$ cat src/hdl/ckpt_settings.svh
/* Sizes for the checkpoint manager. The group count must fit CKPT_WB_AW and
   a header word needs at least 7 data bits */
`ifndef CKPT_SETTINGS_SVH
`define CKPT_SETTINGS_SVH

// ==================================================
// Table and pool sizes
// ==================================================

// Number of pipeline group headers held in the table
`define CKPT_NGROUP 8

// Number of checkpoints in the free pool
`define CKPT_NCHECK 16

// Event FIFO entries between the manager and the consumer
`define CKPT_FIFO_DEPTH 4

// Wishbone sizes, one word per group header
`define CKPT_WB_AW 3
`define CKPT_WB_DW 8

`endif
$ cat src/hdl/ckpt_pkg.sv
/* Shared types for the checkpoint manager. Index widths follow the counts in the
   settings header, so both counts should be powers of two */
`include "ckpt_settings.svh"

package ckpt_pkg;

	// ==================================================
	// Index and count types
	// ==================================================

	typedef logic [$clog2(`CKPT_NCHECK)-1:0] ckpt_ndx_t;
	typedef logic [$clog2(`CKPT_NGROUP)-1:0] grp_ndx_t;

	// Wide enough to hold the full pool size, used for the free count
	typedef logic [$clog2(`CKPT_NCHECK + 1)-1:0] ckpt_cnt_t;

	// ==================================================
	// Group header and event records
	// ==================================================

	// One pipeline group header, packed into the low bits of a bus word
	typedef struct packed {
		logic v;
		logic has_branch;
		logic cndxv;
		ckpt_ndx_t cndx;
	} grp_hdr_t;

	// What the manager did with a checkpoint
	typedef enum logic [1:0] {
		EV_NEW = 2'd0,
		EV_SET = 2'd1,
		EV_RESTORE = 2'd2
	} ckpt_ev_kind_t;

	typedef struct packed {
		ckpt_ev_kind_t kind;
		grp_ndx_t grp;
		ckpt_ndx_t cndx;
	} ckpt_event_t;

endpackage

$ cat src/hdl/ckpt_top.sv
/* Checkpoint manager top level. Restore must be held until restore_done and
   the host must follow Wishbone classic single accesses */
`timescale 1ns/1ps
`include "ckpt_settings.svh"

module ckpt_top
	import ckpt_pkg::*;
(
	input logic clk,
	input logic rst,
	input logic wb_cyc,
	input logic wb_stb,
	input logic wb_we,
	input logic [`CKPT_WB_AW-1:0] wb_adr,
	input logic [`CKPT_WB_DW-1:0] wb_wdata,
	output logic [`CKPT_WB_DW-1:0] wb_rdata,
	output logic wb_ack,
	input logic restore,
	input ckpt_ndx_t miss_cp,
	output logic restore_done,
	output logic ev_valid,
	output ckpt_event_t ev_data,
	input logic ev_ready,
	output ckpt_cnt_t free_cnt
);

	// ==================================================
	// Internal connections
	// ==================================================

	grp_hdr_t [`CKPT_NGROUP-1:0] headers;

	// Write-back from the manager into the table
	logic setcp;
	grp_ndx_t setcp_grp;
	ckpt_ndx_t cndx;

	// Allocator handshake
	logic alloc_req;
	ckpt_ndx_t avail_ckpt;
	logic stall;

	// Event path into the FIFO
	logic push;
	ckpt_event_t push_data;
	logic full;

	grp_hdr_table u_table (
		.clk(clk), .rst(rst),
		.wb_cyc(wb_cyc), .wb_stb(wb_stb), .wb_we(wb_we), .wb_adr(wb_adr),
		.wb_wdata(wb_wdata), .wb_rdata(wb_rdata), .wb_ack(wb_ack),
		.setcp(setcp), .setcp_grp(setcp_grp), .cndx(cndx), .headers(headers)
	);

	ckpt_manager u_manager (
		.clk(clk), .rst(rst), .headers(headers),
		.restore(restore), .miss_cp(miss_cp), .restore_done(restore_done),
		.avail_ckpt(avail_ckpt), .stall(stall), .alloc_req(alloc_req),
		.setcp(setcp), .setcp_grp(setcp_grp), .cndx(cndx),
		.full(full), .push(push), .push_data(push_data)
	);

	// The manager's cndx is the current checkpoint the allocator must keep
	ckpt_allocator u_allocator (
		.clk(clk), .rst(rst), .headers(headers), .cur_cndx(cndx),
		.alloc_req(alloc_req), .avail_ckpt(avail_ckpt), .stall(stall),
		.free_cnt(free_cnt)
	);

	event_fifo u_fifo (
		.clk(clk), .rst(rst), .push(push), .push_data(push_data), .full(full),
		.ev_valid(ev_valid), .ev_data(ev_data), .ev_ready(ev_ready)
	);

endmodule

$ cat src/hdl/event_fifo.sv
/* Event FIFO with a valid/ready read side. A push while full is only taken if
   an entry leaves on the same edge */
`timescale 1ns/1ps
`include "ckpt_settings.svh"

module event_fifo
	import ckpt_pkg::*;
(
	input logic clk,
	input logic rst,
	input logic push,
	input ckpt_event_t push_data,
	output logic full,
	output logic ev_valid,
	output ckpt_event_t ev_data,
	input logic ev_ready
);

	localparam int DEPTH = `CKPT_FIFO_DEPTH;
	localparam int PW = $clog2(DEPTH);
	localparam int CW = $clog2(DEPTH + 1);

	// Entry storage
	ckpt_event_t mem [DEPTH];

	logic [PW-1:0] rd_ptr;
	logic [PW-1:0] wr_ptr;
	logic [CW-1:0] count;

	logic do_push;
	logic do_pop;

	// ==================================================
	// Handshake and status
	// ==================================================

	assign ev_valid = (count != '0);
	assign ev_data = mem[rd_ptr];
	assign full = (count == CW'(DEPTH));

	assign do_pop = ev_valid && ev_ready;
	assign do_push = push && (!full || do_pop);

	always_ff @(posedge clk) begin
		if (do_push) begin
			mem[wr_ptr] <= push_data;
		end
	end

	// Pointers wrap at DEPTH so any depth works, not just a power of two
	always_ff @(posedge clk) begin
		if (rst) begin
			rd_ptr <= '0;
			wr_ptr <= '0;
			count <= '0;
		end
		else begin
			if (do_push) begin
				wr_ptr <= (wr_ptr == PW'(DEPTH - 1)) ? '0 : wr_ptr + 1'b1;
			end
			if (do_pop) begin
				rd_ptr <= (rd_ptr == PW'(DEPTH - 1)) ? '0 : rd_ptr + 1'b1;
			end
			// Simultaneous push and pop leaves the count alone
			case ({do_push, do_pop})
			2'b10: count <= count + 1'b1;
			2'b01: count <= count - 1'b1;
			default: count <= count;
			endcase
		end
	end

	count_in_range: assert property (
		@(posedge clk) disable iff (rst)
		count <= CW'(DEPTH)
	);

endmodule

$ cat src/hdl/ckpt_manager.sv
/* Scanning checkpoint manager. Only one event is in flight at a time, so a new
   push waits one cycle after the last one even when the FIFO has room */
`timescale 1ns/1ps
`include "ckpt_settings.svh"

module ckpt_manager
	import ckpt_pkg::*;
(
	input logic clk,
	input logic rst,
	input grp_hdr_t [`CKPT_NGROUP-1:0] headers,
	input logic restore,
	input ckpt_ndx_t miss_cp,
	output logic restore_done,
	input ckpt_ndx_t avail_ckpt,
	input logic stall,
	output logic alloc_req,
	output logic setcp,
	output grp_ndx_t setcp_grp,
	output ckpt_ndx_t cndx,
	input logic full,
	output logic push,
	output ckpt_event_t push_data
);

	typedef enum logic [1:0] {
		IDLE = 2'd0,
		ALLOC1 = 2'd1,
		ALLOC2 = 2'd2,
		SET = 2'd3
	} state_t;

	state_t state;

	// Highest numbered group that is valid but not yet stamped
	logic pick_found;
	grp_ndx_t pick_grp;
	logic pick_branch;

	logic can_push;
	logic restore_go;
	logic scan_go;
	logic take_alloc;
	logic take_set;

	// ==================================================
	// Pending group search
	// ==================================================

	always_comb begin
		pick_found = 1'b0;
		pick_grp = '0;
		pick_branch = 1'b0;
		// Later hits overwrite earlier ones so the top group wins
		for (int g = 0; g < `CKPT_NGROUP; g++) begin
			if (headers[g].v && !headers[g].cndxv) begin
				pick_found = 1'b1;
				pick_grp = grp_ndx_t'(g);
				pick_branch = headers[g].has_branch;
			end
		end
	end

	// A registered push still on its way would not show in full yet
	assign can_push = !full && !push;

	// The done pulse overlaps the held restore, so it must not count again
	assign restore_go = (state == IDLE) && restore && !restore_done && can_push;

	// While a stamp is being written back the table still shows the group pending
	assign scan_go = (state == IDLE) && !restore && !setcp && pick_found;

	assign take_alloc = (state == ALLOC2) && !stall && can_push;
	assign take_set = (state == SET) && can_push;

	// The allocator claims avail_ckpt on the same edge the manager latches it
	assign alloc_req = take_alloc;

	// ==================================================
	// Control FSM
	// ==================================================

	always_ff @(posedge clk) begin
		if (rst) begin
			state <= IDLE;
			setcp <= 1'b0;
			push <= 1'b0;
			restore_done <= 1'b0;
			cndx <= '0;
		end
		else begin
			setcp <= 1'b0;
			push <= 1'b0;
			restore_done <= 1'b0;
			case (state)
			IDLE: begin
				if (restore_go) begin
					// The missed checkpoint becomes current again
					cndx <= miss_cp;
					push <= 1'b1;
					restore_done <= 1'b1;
				end
				else if (scan_go) begin
					state <= pick_branch ? ALLOC1 : SET;
				end
			end
			ALLOC1: state <= ALLOC2;
			ALLOC2: begin
				// Sits here while the pool is empty or the FIFO has no room
				if (take_alloc) begin
					cndx <= avail_ckpt;
					setcp <= 1'b1;
					push <= 1'b1;
					state <= IDLE;
				end
			end
			SET: begin
				if (take_set) begin
					setcp <= 1'b1;
					push <= 1'b1;
					state <= IDLE;
				end
			end
			endcase
		end
	end

	// ==================================================
	// Group and event payload
	// ==================================================

	always_ff @(posedge clk) begin
		if (scan_go) begin
			setcp_grp <= pick_grp;
		end
		if (restore_go) begin
			push_data <= '{kind: EV_RESTORE, grp: '0, cndx: miss_cp};
		end
		else if (take_alloc) begin
			push_data <= '{kind: EV_NEW, grp: setcp_grp, cndx: avail_ckpt};
		end
		else if (take_set) begin
			push_data <= '{kind: EV_SET, grp: setcp_grp, cndx: cndx};
		end
	end

	// The in-flight rule keeps every push clear of a full FIFO
	push_not_full: assert property (
		@(posedge clk) disable iff (rst)
		push |-> !full
	);

endmodule

$ cat src/hdl/ckpt_allocator.sv
/* Checkpoint pool bitmap. Frees run every cycle and only look at the table and
   the current index, so a checkpoint held elsewhere in the pipe is not protected */
`timescale 1ns/1ps
`include "ckpt_settings.svh"

module ckpt_allocator
	import ckpt_pkg::*;
(
	input logic clk,
	input logic rst,
	input grp_hdr_t [`CKPT_NGROUP-1:0] headers,
	input ckpt_ndx_t cur_cndx,
	input logic alloc_req,
	output ckpt_ndx_t avail_ckpt,
	output logic stall,
	output ckpt_cnt_t free_cnt
);

	// One bit per checkpoint, set while the checkpoint is allocated
	logic [`CKPT_NCHECK-1:0] alloc_map;

	// Checkpoints still referenced somewhere in the table or as current
	logic [`CKPT_NCHECK-1:0] in_use;

	// The bit claimed on this edge, if any
	logic [`CKPT_NCHECK-1:0] take_bit;

	// ==================================================
	// Reference scan
	// ==================================================

	always_comb begin
		in_use = '0;
		for (int g = 0; g < `CKPT_NGROUP; g++) begin
			// Only a valid group that was already stamped holds a checkpoint
			if (headers[g].v && headers[g].cndxv) begin
				in_use[headers[g].cndx] = 1'b1;
			end
		end
		in_use[cur_cndx] = 1'b1;
	end

	// ==================================================
	// Lowest free index and counters
	// ==================================================

	// Scan downward so the last hit is the lowest clear bit
	always_comb begin
		avail_ckpt = '0;
		for (int c = `CKPT_NCHECK - 1; c >= 0; c--) begin
			if (!alloc_map[c]) begin
				avail_ckpt = ckpt_ndx_t'(c);
			end
		end
	end

	// Pool is empty when every bit is set
	assign stall = &alloc_map;

	always_comb begin
		free_cnt = '0;
		for (int c = 0; c < `CKPT_NCHECK; c++) begin
			free_cnt = free_cnt + ckpt_cnt_t'(!alloc_map[c]);
		end
	end

	always_comb begin
		take_bit = '0;
		if (alloc_req && !stall) begin
			take_bit[avail_ckpt] = 1'b1;
		end
	end

	// Unreferenced checkpoints drop out, the new one is kept even though
	// nothing points at it until the next cycle
	always_ff @(posedge clk) begin
		if (rst) begin
			// Checkpoint 0 is the current one out of reset
			alloc_map <= `CKPT_NCHECK'(1);
		end
		else begin
			alloc_map <= (alloc_map & in_use) | take_bit;
		end
	end

	// A request on an empty pool would land on a bit that is already set
	alloc_takes_free: assert property (
		@(posedge clk) disable iff (rst)
		alloc_req |-> !stall
	);

endmodule

$ cat src/hdl/grp_hdr_table.sv
/* Group header table behind a Wishbone classic slave. Ack is registered, so every
   access takes two cycles and the host must hold its request until ack */
`timescale 1ns/1ps
`include "ckpt_settings.svh"

module grp_hdr_table
	import ckpt_pkg::*;
(
	input logic clk,
	input logic rst,
	input logic wb_cyc,
	input logic wb_stb,
	input logic wb_we,
	input logic [`CKPT_WB_AW-1:0] wb_adr,
	input logic [`CKPT_WB_DW-1:0] wb_wdata,
	output logic [`CKPT_WB_DW-1:0] wb_rdata,
	output logic wb_ack,
	input logic setcp,
	input grp_ndx_t setcp_grp,
	input ckpt_ndx_t cndx,
	output grp_hdr_t [`CKPT_NGROUP-1:0] headers
);

	// Header registers, one per pipeline group
	grp_hdr_t [`CKPT_NGROUP-1:0] hdr_q;

	// A new bus request is one that has not been acknowledged yet
	logic req;
	logic host_wr;
	logic host_rd;

	// ==================================================
	// Wishbone request decode
	// ==================================================

	// Ack is high for one cycle only, so a held request is not taken twice
	assign req = wb_cyc && wb_stb && !wb_ack;
	assign host_wr = req && wb_we;
	assign host_rd = req && !wb_we;

	// The manager and the allocator see the live table
	assign headers = hdr_q;

	// ==================================================
	// Header storage and write-back merge
	// ==================================================

	always_ff @(posedge clk) begin
		if (rst) begin
			hdr_q <= '0;
			wb_ack <= 1'b0;
		end
		else begin
			wb_ack <= req;
			for (int g = 0; g < `CKPT_NGROUP; g++) begin
				// A host write to the group being stamped overrides the stamp
				if (host_wr && wb_adr == `CKPT_WB_AW'(g)) begin
					hdr_q[g] <= grp_hdr_t'(wb_wdata[$bits(grp_hdr_t)-1:0]);
				end
				else if (setcp && setcp_grp == grp_ndx_t'(g)) begin
					// Only the checkpoint fields change on a stamp
					hdr_q[g].cndxv <= 1'b1;
					hdr_q[g].cndx <= cndx;
				end
			end
		end
	end

	// Read data is captured on the edge that raises ack and holds while ack is high
	// Unused upper bits of the bus word read back as zero
	always_ff @(posedge clk) begin
		if (host_rd) begin
			wb_rdata <= {{(`CKPT_WB_DW - $bits(grp_hdr_t)){1'b0}}, hdr_q[wb_adr]};
		end
	end

	// ==================================================
	// Checks
	// ==================================================

	// Ack only answers a request that the host still holds
	ack_needs_req: assert property (
		@(posedge clk) disable iff (rst)
		wb_ack |-> (wb_cyc && wb_stb)
	);

endmodule

$ cat config.mk
export PLATFORM = sky130hd
export DESIGN_NAME = ckpt_top
export DESIGN_NICKNAME = d
export VERILOG_FILES = /design/src/hdl/ckpt_pkg.sv /design/src/hdl/ckpt_top.sv /design/src/hdl/event_fifo.sv /design/src/hdl/ckpt_manager.sv /design/src/hdl/ckpt_allocator.sv /design/src/hdl/grp_hdr_table.sv
export VERILOG_INCLUDE_DIRS = /design/src /design/src/hdl
export SDC_FILE = /design/constraint.sdc
export NUM_CORES = 1
export LEC_CHECK = 0
export BUFFER_PORTS_ARGS = -buffer_cell sky130_fd_sc_hd__buf_2
export CAP_MARGIN = 10
export CORE_UTILIZATION = 62
export CTS_CLUSTER_SIZE = 14
export DETAILED_ROUTE_END_ITERATION = 10
export HOLD_SLACK_MARGIN = 0.05
export MAX_ROUTING_LAYER = met4
export PLACE_DENSITY = 0.88
export SKIP_CTS_REPAIR_TIMING = 1
export SYNTH_ARGS = -nofsm -noshare
export SYNTH_HDL_FRONTEND = slang
export SYNTH_SLANG_ARGS = --single-unit
$ cat constraint.sdc
create_clock -name clk -period 4.65 [get_ports clk]
set_input_delay 0.465 -clock clk [delete_from_list [all_inputs] [get_ports clk]]
set_output_delay 0.465 -clock clk [all_outputs]
set_load 0.1 [all_outputs]
Yosys cells after proc, flatten, opt, wreduce, memory -nomap -nowiden

Memories as Yosys holds them, arrays and structs flattened. A register that Yosys moved wholly into a read port is not among the register bits.
Index checks and enable logic that the tools add are counted.

Bits of input ports: 22
Memory bits (writable): 36
Memories: 1
Word-level logic and storage cells: 353
Output and inout bits: 25
Flip-flop bits (word level): 108

Reduce and logical (&&, ||, !) cells: 115
$lt $le $gt $ge: 21
Eq/ne operators: 27
Add/sub/neg operators: 19
Mux-type cells: 109
Bitwise logic cells: 11

Memories:

| memory     | words | width | rd ports | clocked after memory_dff | write ports | RTL line         | text |
|---|---|---|---|---|---|---|---|
| u_fifo.mem | 4     | 9     | 1        | 1                        | 1           | event_fifo.sv:24 | `ckpt_event_t mem [DEPTH];` |

Operators by type and width:

| kind               | number |
|---|---|
| $mux 16            | 9 |
| $or 16x16->16      | 9 |
| $mux 5             | 16 |
| $mux 4             | 19 |
| $add 5x1->5        | 14 |
| $logic_and 1x1->1  | 59 |
| $lt 4x5->1 const B | 10 |
| $demux 1 s4        | 10 |
| $ge 4x1->1 const B | 10 |
| $mux 1             | 33 |
| $logic_not 1->1    | 32 |
| $eq 3x3->1 const B | 9 |
| $mux 2             | 13 |
| $reduce_bool 2->1  | 11 |
| $bmux 7 s3         | 1 |
| $mux 9             | 2 |
| $and 16x16->16     | 1 |
| $reduce_and 16->1  | 1 |
| $eq 3x2->1 const B | 4 |
| $eq 2x2->1 const B | 5 |
| $ne 2x1->1 const B | 4 |
| $pmux 2 s4         | 1 |
| $pmux 4 s2         | 1 |
| $mux 7             | 1 |
| 20 further kinds   | 27 |

Logic depth before layout (Yosys ltp)

Gate-level depths: netlist of run 1.

Depth after elaboration: 22
Gate-level depth with buffers: 12
Mapped depth without buffers: 12

Cells and area by module

Synthesis of run 1 repeated with hierarchy kept, for this count alone.

Cells, all modules: 916
Area, all modules: 8951.1 µm²

Modules (own cells, without submodules):

| module         | sequential area each (µm²) | area each (µm²) | cells an instance | instances |
|---|---|---|---|---|
| grp_hdr_table  | 1351.3                     | 3415.8          | 338               | 1 |
| ckpt_allocator | 320.3                      | 2672.6          | 357               | 1 |
| event_fifo     | 1261.2                     | 1839.3          | 106               | 1 |
| ckpt_manager   | 490.5                      | 1023.5          | 115               | 1 |

Worst setup path after synthesis of run 1

OpenSTA, ideal clock, no wires.

Path kind: reg2out
From: register u_allocator.alloc_map[0]
To: output port free_cnt[2]
Arrival: 4.955 ns
Required time: 4.185 ns
Buffers on the path: 0
Setup slack: -0.770 ns
Cell stages (with the launch flop): 10
Cell sequence: dfxtp_1 inv_1 ha_1 fa_1 fa_1 fa_1 fa_1 fa_1 fa_1 xor2_1

Word-level cells in the longest chain between the ends: 16

RTL lines:

| item                       | RTL line             | text |
|---|---|---|
| start: declaration         | ckpt_allocator.sv:20 | `` logic [`CKPT_NCHECK-1:0] alloc_map; `` |
| start signal: assignment   | ckpt_allocator.sv:79 | `` alloc_map <= `CKPT_NCHECK'(1); `` |
| start signal: assignment   | ckpt_allocator.sv:82 | `alloc_map <= (alloc_map & in_use) \| take_bit;` |
| $logic_not 1->1            | n/a                  |  |
| $add 1x1->2                | ckpt_allocator.sv:63 | `free_cnt = free_cnt + ckpt_cnt_t'(!alloc_map[c]);` |
| $add 5x1->5 (14 in series) | ckpt_allocator.sv:63 |  |
| end: declaration           | ckpt_top.sv:24       | `output ckpt_cnt_t free_cnt` |

Every way passes these cells.

Worst setup path in the final report of run 1

From: register u_allocator.alloc_map[0]
To: output port free_cnt[4]

Same word-level chain as after synthesis.

==> out/results.ini, run 1 <==
[yosys]
synth_cell_types=75
synth-edff-count=50
main_combinational_cell_family_by_area_after_synthesis=simple AND/OR/NAND/NOR gates
yosysWarningCount=0
synth-compound-area-share_pct=16.3
synth_fa_ha_area_share_pct=4.35
yosysSeqAreaShare_pct=40.2
syn_area_sq_um=8520
yosys.area_share.xor_xnor_pct=0.411
post_synth.cell_area_avg_sq_um=9.28
synth_simple_gate_area_share_pct=22.7
synthFlopType=dfxtp_1
ys_async_sr_fraction_pct=0
synthMuxAreaShare_pct=10.5
synth_nets=963
ffs_latches_synth=146
post_synth_inst_count=918

[cells_and_area]
design.final.nets=957
finish.utilization_pct=70.7
post_route_cells_drive_above_1_share_pct=14.4
post_layout_nonfiller_instances=1101
n_antenna_cell=0
layout_stage_area_growth_over_the_synthesis_result_pct=10.3

[sta]
final_max_slew_violation_count=0
timing.slew.headroom_pct=18.9
setup_viol_count_final=0
worst_pin_slew_ns=1.20
timing.final.ws_setup_ns=0.00379
min_period_ns=4.65
achievable-frequency_ghz=0.215
hold_violations=0
rsz0062_at_grt=true
finalCritPeriodShare_pct=99.9
finClkSkew_ns=0.0103

[worst_setup_path]
r2r.worst_path.cells=5
top_fanout_value_on_the_critical_path=2
worst-setup-path-type=flip-flop to output pin
timing.critical_path.arrival_ns=4.18
r2r-start=u_table.headers[24]
worst_r2r_endpoint=u_allocator.alloc_map[0]
endpoint_kind=output pin
crit_path_start_kind=flip-flop
timing.critical_path.required_ns=4.18
ff2ff_setup_slack_ns=2.32

[placement]
detailedPlacementHpwl_um=17900
place.port_buffers=44
routability_congestion_estimate=1.00
post-place-cells=1067
place_worst_setup_slack_ns=0.105

[hold_path]
min-delay-start=miss_cp[3]
hold-path-endpoint=u_manager.cndx[3]
holdPathStages=3
worst_hold_class=primary input to flip-flop

[cts]
max-clock-path-buffers=2
cts-buffers-inserted=17
cts.sinks=146
clk_latency_worst_skew_pair_ns=0.44
cts_max_level=4
ctsRootBufferMaster=clkbuf_16
clk_transition_reported_paths_ns=0.06
cts_tree=yes

[drt]
ant_nets=0
wl_per_cell_um=22.6
drtPass1Iterations=7
drc=0
postRouteWirelength_um=24900
via_per_inst=6.94
vias=7637
drt_first_iter_violations=1029

[pwr]
p_per_area_nw_per_um2=426
vdd_drop_max_mv=0.274
power.total_mw=4.00
leakagePower_nw=3.28

[grt]
wire_length_of_the_first_global_routing_pass_um=39200
globalRoute.totalOverflow=0
grt_max_degree=71
grt_usage_pct=37.0
grt_antenna_before_repair=0
grt_pass1_vias=7182

[floorplanning]
std_cell_rows=42
core_area_sq_um=13300
floorplan.die.width_um=119
die_area_sq_um=14200
die_y_um=119
num_io_pins=47
initial_utilization_pct=64.1

[outcome]
outcome=completed

[job]
drv_cap=0

Yosys cell counts (11+ instances only):
cell | number | share of area (%)
dfxtp_1 | 96 | 23
nor2_1 | 96 | 4.2
nand2_1 | 82 | 3.6
clkbuf_1 | 54 | 2.4
edfxtp_1 | 50 | 18
a21oi_1 | 45 | 2.6
inv_1 | 41 | 1.8
nor3_1 | 39 | 2.3
mux2i_1 | 38 | 4.5
a211oi_1 | 36 | 3.2
nand2b_1 | 27 | 2.0
o22ai_1 | 27 | 2.0
mux4_2 | 23 | 6.1
nand3_1 | 23 | 1.4
nand4b_1 | 18 | 1.9
o21ai_0 | 16 | 0.94
nand4_1 | 14 | 1.0
nor4_1 | 14 | 1.0
nor2b_1 | 13 | 0.96
ha_1 | 12 | 1.8
fa_1 | 11 | 2.6
metrics by stage:
step | instance area (sq um) | setup TNS [ns] | hold WS [ns]
3_3_place_gp | 8740 | 0 | 0.466
2_1_floorplan | 8540 | -0.210 | 0.446
6_report | 9390 | 0 | 0.313
5_1_grt | 9390 | -0.199 | 0.338
4_1_cts | 9340 | -1.05 | 0.306
3_5_place_dp | 8740 | 0 | 0.471
critical path: stages, from the launching register on:
cell and delay, ns:
dfxtp_2 0.34, inv_2 0.05, ha_4 0.24, fa_1 0.50
fa_1 0.43, fa_1 0.52, fa_1 0.45, fa_2 0.41
fa_2 0.44, a21oi_2 0.15, nor2b_2 0.06, buf_8 0.17
cell families after synthesis:
group / count (synthesis)
AND/OR/NAND/NOR: 371
AO/OA/AOI/OAI: 196
flip-flops: 146
buffers and inverters: 116
multiplexers: 61
adder cells (fa/ha/maj): 23
XOR/XNOR: 4
other: 1
where the power goes:
part	internal, mW	switching (mW)	total [mW]	leakage [nW]
logic	0.312	0.767	1.08	1.75
clock network	0.806	0.592	1.40	0.285
registers	1.41	0.122	1.53	1.24
total	2.52	1.48	4.00	3.28
cells in the final DEF (no fill, tap or decap), types with 12 or more instances in the layout:
cell type / n
nand3_1: 23
a211oi_1: 36
nand2_1: 82
nor2b_1: 12
mux4_2: 23
inv_1: 39
edfxtp_1: 50
mux2i_1: 38
buf_2: 40
o21ai_0: 16
o22ai_1: 27
nand4b_1: 18
a21oi_1: 43
nand2b_1: 27
nand4_1: 14
nor3_1: 39
dfxtp_1: 93
clkbuf_16: 17
nor4_1: 14
nor2_1: 96
layer usage:
layer | up-vias | track usage [%] | share of wire, %
met1 | 3610 | 46.5 | 39
met4 | 0 | 14.0 | 3.4
met5 | - | - | 0
li1 | 3423 | - | -
met3 | 86 | 7.14 | 10
met2 | 518 | 59.4 | 48
layout make-up:
class | instances | area, sq um
Multi-Input combinational cell | 656 | 4670
Tap cell | 176 | 220
Sequential cell | 146 | 3430
Timing Repair Buffer | 50 | 320
Inverter | 41 | 154
Clock buffer | 17 | 425
Clock inverter | 15 | 178
Fill cell | 985 | 3900
registers in the layout, indices dropped and copies added (netlist names), 3 cells and up, named ones only:
register,count
u_manager.push_data,9
u_manager.setcp_grp,3
u_table.headers,56
u_table.wb_rdata,7
u_allocator.alloc_map,16
u_fifo.mem,36
u_manager.cndx,4
u_fifo.count,3
worst max path at each step:
stage                             startpoint     endpoint  slack (ns)
finish              u_allocator.alloc_map[0]  free_cnt[4]       0.004
global route        u_allocator.alloc_map[0]  free_cnt[2]       -0.08
CTS                 u_allocator.alloc_map[1]  free_cnt[4]       -0.37
detailed placement  u_allocator.alloc_map[1]  free_cnt[4]        0.11
global placement    u_allocator.alloc_map[1]  free_cnt[4]        0.18
floorplan           u_allocator.alloc_map[0]  free_cnt[2]       -0.21
No activity file was read; power rests on OpenSTA's default activity.
==> run 2, diff against run 1 <==
--- a/config.mk
+++ b/config.mk
@@ -11,6 +11,7 @@
 export CORE_UTILIZATION = 62
 export CTS_CLUSTER_SIZE = 14
 export DETAILED_ROUTE_END_ITERATION = 10
+export GPL_TIMING_DRIVEN = 0
 export HOLD_SLACK_MARGIN = 0.05
 export MAX_ROUTING_LAYER = met4
 export PLACE_DENSITY = 0.88
==> constraint.sdc (replaced) <==
create_clock -name clk -period 4.65 [get_ports clk]
set_input_delay 0.2325 -clock clk [delete_from_list [all_inputs] [get_ports clk]]
set_output_delay 0.2325 -clock clk [all_outputs]
set_load 0.1 [all_outputs]
==> out/results.ini, run 2 (synthesis results as in run 1) <==
[grt]
wire_length_of_the_first_global_routing_pass_um=41900  ; +7.0%
globalRoute.totalOverflow=0  ; unchanged
grt_usage_pct=40.1  ; +3.0 points
grt_antenna_before_repair=0  ; unchanged
grt_pass1_vias=7570  ; +5.4%
grt_max_degree=17  ; -76%

[worst_setup_path]
worst-setup-path-type=flip-flop to output pin
crit_chain=inv_1 -> fa_1 -> fa_2 -> fa_1 -> fa_1 -> fa_2 -> fa_2 -> xor2_2 -> buf_12
max_stage_delay_ns=0.59  ; +0.07 ns
path_delay_family=adder cells
timing.critical_path.required_ns=4.42  ; +0.24 ns
r2r.worst_path.cells=5  ; unchanged
slowest_stage_cell_crit_path=fa_1
worst_r2r_endpoint=u_allocator.alloc_map[0]
endpoint_kind=output pin
cp.buffers_inverters=2  ; unchanged
r2r-start=u_table.headers[24]
top_fanout_value_on_the_critical_path=5  ; +3
timing.critical_path.arrival_ns=4.36  ; +0.18 ns
ff2ff_setup_slack_ns=2.11  ; -0.21 ns
crit_path_start_kind=flip-flop

[placement]
detailed_place.area_sq_um=8920  ; +2.0%
routability_congestion_estimate=1.00  ; about the same
place_worst_setup_slack_ns=0.0212  ; -0.0842 ns
detailedPlacementHpwl_um=19500  ; +9.1%
place.port_buffers=33  ; -25%

[drt]
drtPass1Iterations=7  ; unchanged
wl_per_cell_um=23.8  ; +5.3%
postRouteWirelength_um=27700  ; +11%
vias=8028  ; +5.1%
drt_first_iter_violations=1303  ; +27%
via_per_inst=6.91  ; -0.31%
ant_nets=0  ; unchanged
drc=0  ; unchanged

[pwr]
pwr-share-seq_pct=35.0  ; -3.1 points
total_switching_power_mw=1.51  ; +1.6%
power.total_mw=4.19  ; +4.6%
vdd_drop_max_mv=0.267  ; -2.3%
p_int_mw=2.68  ; +6.4%
leakagePower_nw=3.39  ; +3.5%
clockPowerShare_pct=37.5  ; +2.6 points
p_per_area_nw_per_um2=433  ; +1.5%
power_frac_comb_pct=27.6  ; +0.7 points
power_switching_share_pct=35.9  ; -1.1 points

[cells_and_area]
finish.utilization_pct=72.8  ; +2.2 points
n_antenna_cell=0  ; unchanged
fin_area_sq_um=9680  ; +3.1%
commonest_cells_after_routing_fill_and_taps_aside=nor2_1, dfxtp_1, nand2_1
layout_stage_area_growth_over_the_synthesis_result_pct=13.7
post_route_cells_drive_above_1_share_pct=13.8  ; -0.57 points
largest_reg_flops=56  ; unchanged
layout_commonest_cell=nor2_1
design.final.nets=1017  ; +6.3%

[sta]
finalCritPeriodShare_pct=98.9  ; -1.1 points
timing.final.ws_setup_ns=0.0533  ; +0.0495 ns
final_max_slew_violation_count=0  ; unchanged
worst_pin_slew_ns=1.21  ; +0.0104 ns
achievable-frequency_ghz=0.218  ; +1.1%
setup_viol_count_final=0  ; unchanged
min_period_ns=4.60  ; -0.0495 ns
finalHoldWorstSlack_ns=0.0710  ; -0.242 ns
finClkSkew_ns=0.00898  ; -0.00130 ns
hold_violations=0  ; unchanged
timing.slew.headroom_pct=17.2  ; -1.7 points

[cts]
cts_max_level=4  ; unchanged
max-clock-path-buffers=2  ; unchanged
cts.sinks=146  ; unchanged
cts-buffers-inserted=17  ; unchanged
ctsRootBufferMaster=clkbuf_16
cts_tree=yes
clk_transition_reported_paths_ns=0.06  ; about the same
clk_latency_worst_skew_pair_ns=0.43  ; about the same

[floorplanning]
initial_utilization_pct=64.1  ; unchanged
floorplan.die.width_um=119  ; unchanged
num_io_pins=47  ; unchanged
die_y_um=119  ; unchanged
die_area_sq_um=14200  ; unchanged
core_area_sq_um=13300  ; unchanged
std_cell_rows=42  ; unchanged

[hold_path]
hold-path-endpoint=u_manager.cndx[3]
worst_hold_class=primary input to flip-flop
holdPathStages=3  ; unchanged
min-delay-start=miss_cp[3]

[job]
drv_cap=0  ; unchanged

[outcome]
outcome=completed

[run 2: how the worst max path moves through the flow]
stage	from	to	slack (ns)	cells past startpoint
after floorplan	u_allocator.alloc_map[0]	free_cnt[2]	-0.04	9
final	u_allocator.alloc_map[13]	free_cnt[2]	0.05	9
after CTS	u_allocator.alloc_map[0]	free_cnt[2]	-0.49	10
after detailed placement	u_allocator.alloc_map[0]	free_cnt[2]	0.02	10
after global routing	u_allocator.alloc_map[11]	free_cnt[2]	-0.01	9
after global placement	u_allocator.alloc_map[0]	free_cnt[2]	0.12	10
[run 2: area by class of cell]
class / instances / area, sq um
clock buffers: 17 / 425
well taps: 176 / 220
inverters: 41 / 154
clock inverters: 15 / 250
multi-input cells: 656 / 4670
fillers: 915 / 3610
repair buffers: 35 / 218
plain buffers: 75 / 312
flip-flops and latches: 146 / 3430
[run 2: layer usage]
metal / vias up / global-route usage, % / share of wire, %
met1: 3800 / 49.6 / 38
met5: - / - / 0
met4: 0 / 15.4 / 4.1
met2: 588 / 64.2 / 47
met3: 106 / 8.57 / 10
li1: 3534 / - / -
[run 2: power groups by stage]
stage                     clock network [mW]  registers (mW)  logic, mW
after detailed placement                   0            1.49       1.07
after global placement                     0            1.48       1.05
final                                   1.57            1.47       1.16
after CTS                               1.57            1.46       1.09
after global routing                    1.62            1.47       1.21
after floorplan                            0            1.49      0.876
[run 2: stage by stage]
stage	TNS, ns	std cells
final	0	1161
after global routing	-0.0147	1161
after global placement	0	1127
after floorplan	-0.0374	918
after CTS	-1.67	1159
after detailed placement	0	1127
[run 2: tightest hold or removal path, stage by stage]
cell and delay, ns:
buf_2 0.11, nand2_1 0.05, a21oi_1 0.06
==> run 3, diff against run 2 <==
--- a/config.mk
+++ b/config.mk
@@ -6,7 +6,7 @@
 export SDC_FILE = /design/constraint.sdc
 export NUM_CORES = 1
 export LEC_CHECK = 0
-export BUFFER_PORTS_ARGS = -buffer_cell sky130_fd_sc_hd__buf_2
+export BUFFER_PORTS_ARGS = -buffer_cell sky130_fd_sc_hd__buf_4
 export CAP_MARGIN = 10
 export CORE_UTILIZATION = 62
 export CTS_CLUSTER_SIZE = 14
@@ -14,8 +14,9 @@
 export GPL_TIMING_DRIVEN = 0
 export HOLD_SLACK_MARGIN = 0.05
 export MAX_ROUTING_LAYER = met4
-export PLACE_DENSITY = 0.88
+export PLACE_DENSITY = 0.9
 export SKIP_CTS_REPAIR_TIMING = 1
+export SLEW_MARGIN = 20
 export SYNTH_ARGS = -nofsm -noshare
 export SYNTH_HDL_FRONTEND = slang
 export SYNTH_SLANG_ARGS = --single-unit
==> out/results.ini, run 3 (synthesis results as in run 1) <==
[outcome]
outcome=complete, but fails checks
violations=setup timing

[sta]
achievable-frequency_ghz=0.213  ; -2.2%
finClkSkew_ns=0.00748  ; -0.00149 ns
hold_violations=0  ; unchanged
worst_pin_slew_ns=1.12  ; -0.0917 ns
timing.slew.headroom_pct=24.8  ; +7.6 points
finalCritPeriodShare_pct=101  ; +2.2 points
setup_viol_count_final=2  ; +2
timing.final.ws_setup_ns=-0.0481  ; -0.101 ns
min_period_ns=4.70  ; +0.101 ns
final_max_slew_violation_count=0  ; unchanged

[floorplanning]
die_area_sq_um=14200  ; unchanged
core_area_sq_um=13300  ; unchanged
initial_utilization_pct=64.1  ; unchanged
num_io_pins=47  ; unchanged
die_y_um=119  ; unchanged
floorplan.die.width_um=119  ; unchanged
std_cell_rows=42  ; unchanged

[placement]
detailed_place.area_sq_um=9000  ; +0.93%
routability_congestion_estimate=1.01  ; +0.47%
detailedPlacementHpwl_um=20000  ; +2.5%
place.port_buffers=33  ; unchanged
post-place-cells=1127  ; unchanged
place_worst_setup_slack_ns=0.179  ; +0.158 ns

[worst_setup_path]
slowest_stage_cell_crit_path=fa_1
max_stage_delay_ns=0.56  ; -0.03 ns
worst-setup-path-type=flip-flop to output pin
top_fanout_value_on_the_critical_path=6  ; +1
crit_chain=inv_1 -> fa_1 -> fa_1 -> fa_1 -> fa_1 -> fa_2 -> fa_2 -> xor2_2 -> buf_6
endpoint_kind=output pin
timing.critical_path.required_ns=4.42  ; about the same
crit_path_start_kind=flip-flop
path_delay_family=adder cells
critical_path.most_common_cell=fa_1
cp.buffers_inverters=2  ; unchanged
timing.critical_path.arrival_ns=4.47  ; +0.11 ns

[cts]
cts_tree=yes
ctsRootBufferMaster=clkbuf_16
clk_transition_reported_paths_ns=0.06  ; about the same
max-clock-path-buffers=2  ; unchanged
cts_max_level=4  ; unchanged
cts.sinks=146  ; unchanged
clk_latency_worst_skew_pair_ns=0.44  ; about the same
cts-buffers-inserted=17  ; unchanged

[cells_and_area]
post_layout_nonfiller_instances=1161  ; unchanged
design.final.nets=1017  ; unchanged
fin_area_sq_um=9650  ; -0.28%
post_route_cells_drive_above_1_share_pct=13.8  ; unchanged
largest_reg_flops=56  ; unchanged
layout_stage_area_growth_over_the_synthesis_result_pct=13.4
n_antenna_cell=0  ; unchanged
layout_commonest_cell=nor2_1
commonest_cells_after_routing_fill_and_taps_aside=nor2_1, dfxtp_1, nand2_1

[drt]
vias=8202  ; +2.2%
drc=0  ; unchanged
ant_nets=0  ; unchanged
drt_first_iter_violations=1160  ; -11%
drtPass1Iterations=8  ; +1
via_per_inst=7.06  ; +2.2%
wl_per_cell_um=24.5  ; +3.0%
postRouteWirelength_um=28500  ; +3.0%

[grt]
wire_length_of_the_first_global_routing_pass_um=43500  ; +3.7%
grt_antenna_before_repair=0  ; unchanged
grt_usage_pct=41.5  ; +1.5 points
grt_max_degree=17  ; unchanged
grt_pass1_vias=7717  ; +1.9%
globalRoute.totalOverflow=0  ; unchanged

[job]
drv_cap=0  ; unchanged

[pwr]
p_per_area_nw_per_um2=415  ; -4.1%
vdd_drop_max_mv=0.265  ; -0.87%
power.total_mw=4.00  ; -4.4%
leakagePower_nw=3.36  ; -0.84%

[hold_path]
worst_hold_class=primary input to flip-flop

## run 3: cell types whose count changed in the layout (fill, tap and decap cells not counted), moves of 2 or more
cell	delta
inv_2	-2
clkinvlp_4	+2
inv_6	+2
inv_4	+2
buf_4	+30
bufinv_16	-4
clkinv_2	+2
buf_2	-29
## run 3: worst paths after layout
check        cells past startpoint                      start                     end  slack [ns]
max                              9  u_allocator.alloc_map[15]             free_cnt[2]       -0.05
min                              3                 miss_cp[3]       u_manager.cndx[3]        0.09
max reg2reg                      5  u_allocator.alloc_map[14]  u_manager.push_data[0]        2.18
min reg2reg                      2        u_table.headers[19]     u_table.headers[19]        0.48
## run 3: cell type report
| type | instances | area (sq um) |
|---|---|---|
| Tap cell | 176 | 220 |
| Sequential cell | 146 | 3430 |
| Multi-Input combinational cell | 656 | 4670 |
| Inverter | 41 | 159 |
| Buffer | 75 | 312 |
| Fill cell | 923 | 3640 |
| Timing Repair Buffer | 35 | 283 |
| Clock inverter | 15 | 153 |
| Clock buffer | 17 | 425 |
## run 3: where the power goes
part | switching, mW | internal [mW] | leakage [nW]
Clock | 0.603 | 0.752 | 0.273
Combinational | 0.853 | 0.328 | 1.85
Sequential | 0.0637 | 1.41 | 1.24
Total | 1.52 | 2.49 | 3.36
## run 3: per-stage QoR
stage                     util (%)  setup TNS [ns]  hold slack, ns
after floorplan                  -         -0.0374           0.367
after global placement        67.7               0           0.461
after detailed placement      67.7               0           0.468
after CTS                     72.0           -1.04          0.0902
after global routing          72.6          -0.151           0.117
final                         72.6         -0.0588          0.0932
## run 3: worst register-to-register path, stage by stage, from the launching register on
cell and delay (ns):
dfxtp_1 0.50, nor2b_1 0.24, o221ai_1 0.21, a2111oi_2 0.67
o21ai_0 0.40, o21ai_0 0.28
## run 3: per-layer routing
metal  wire, um  track usage (%)
met1      10900             52.1
met5          0                -
met2      13500             65.8
met4       1130             16.0
met3       3030             8.86
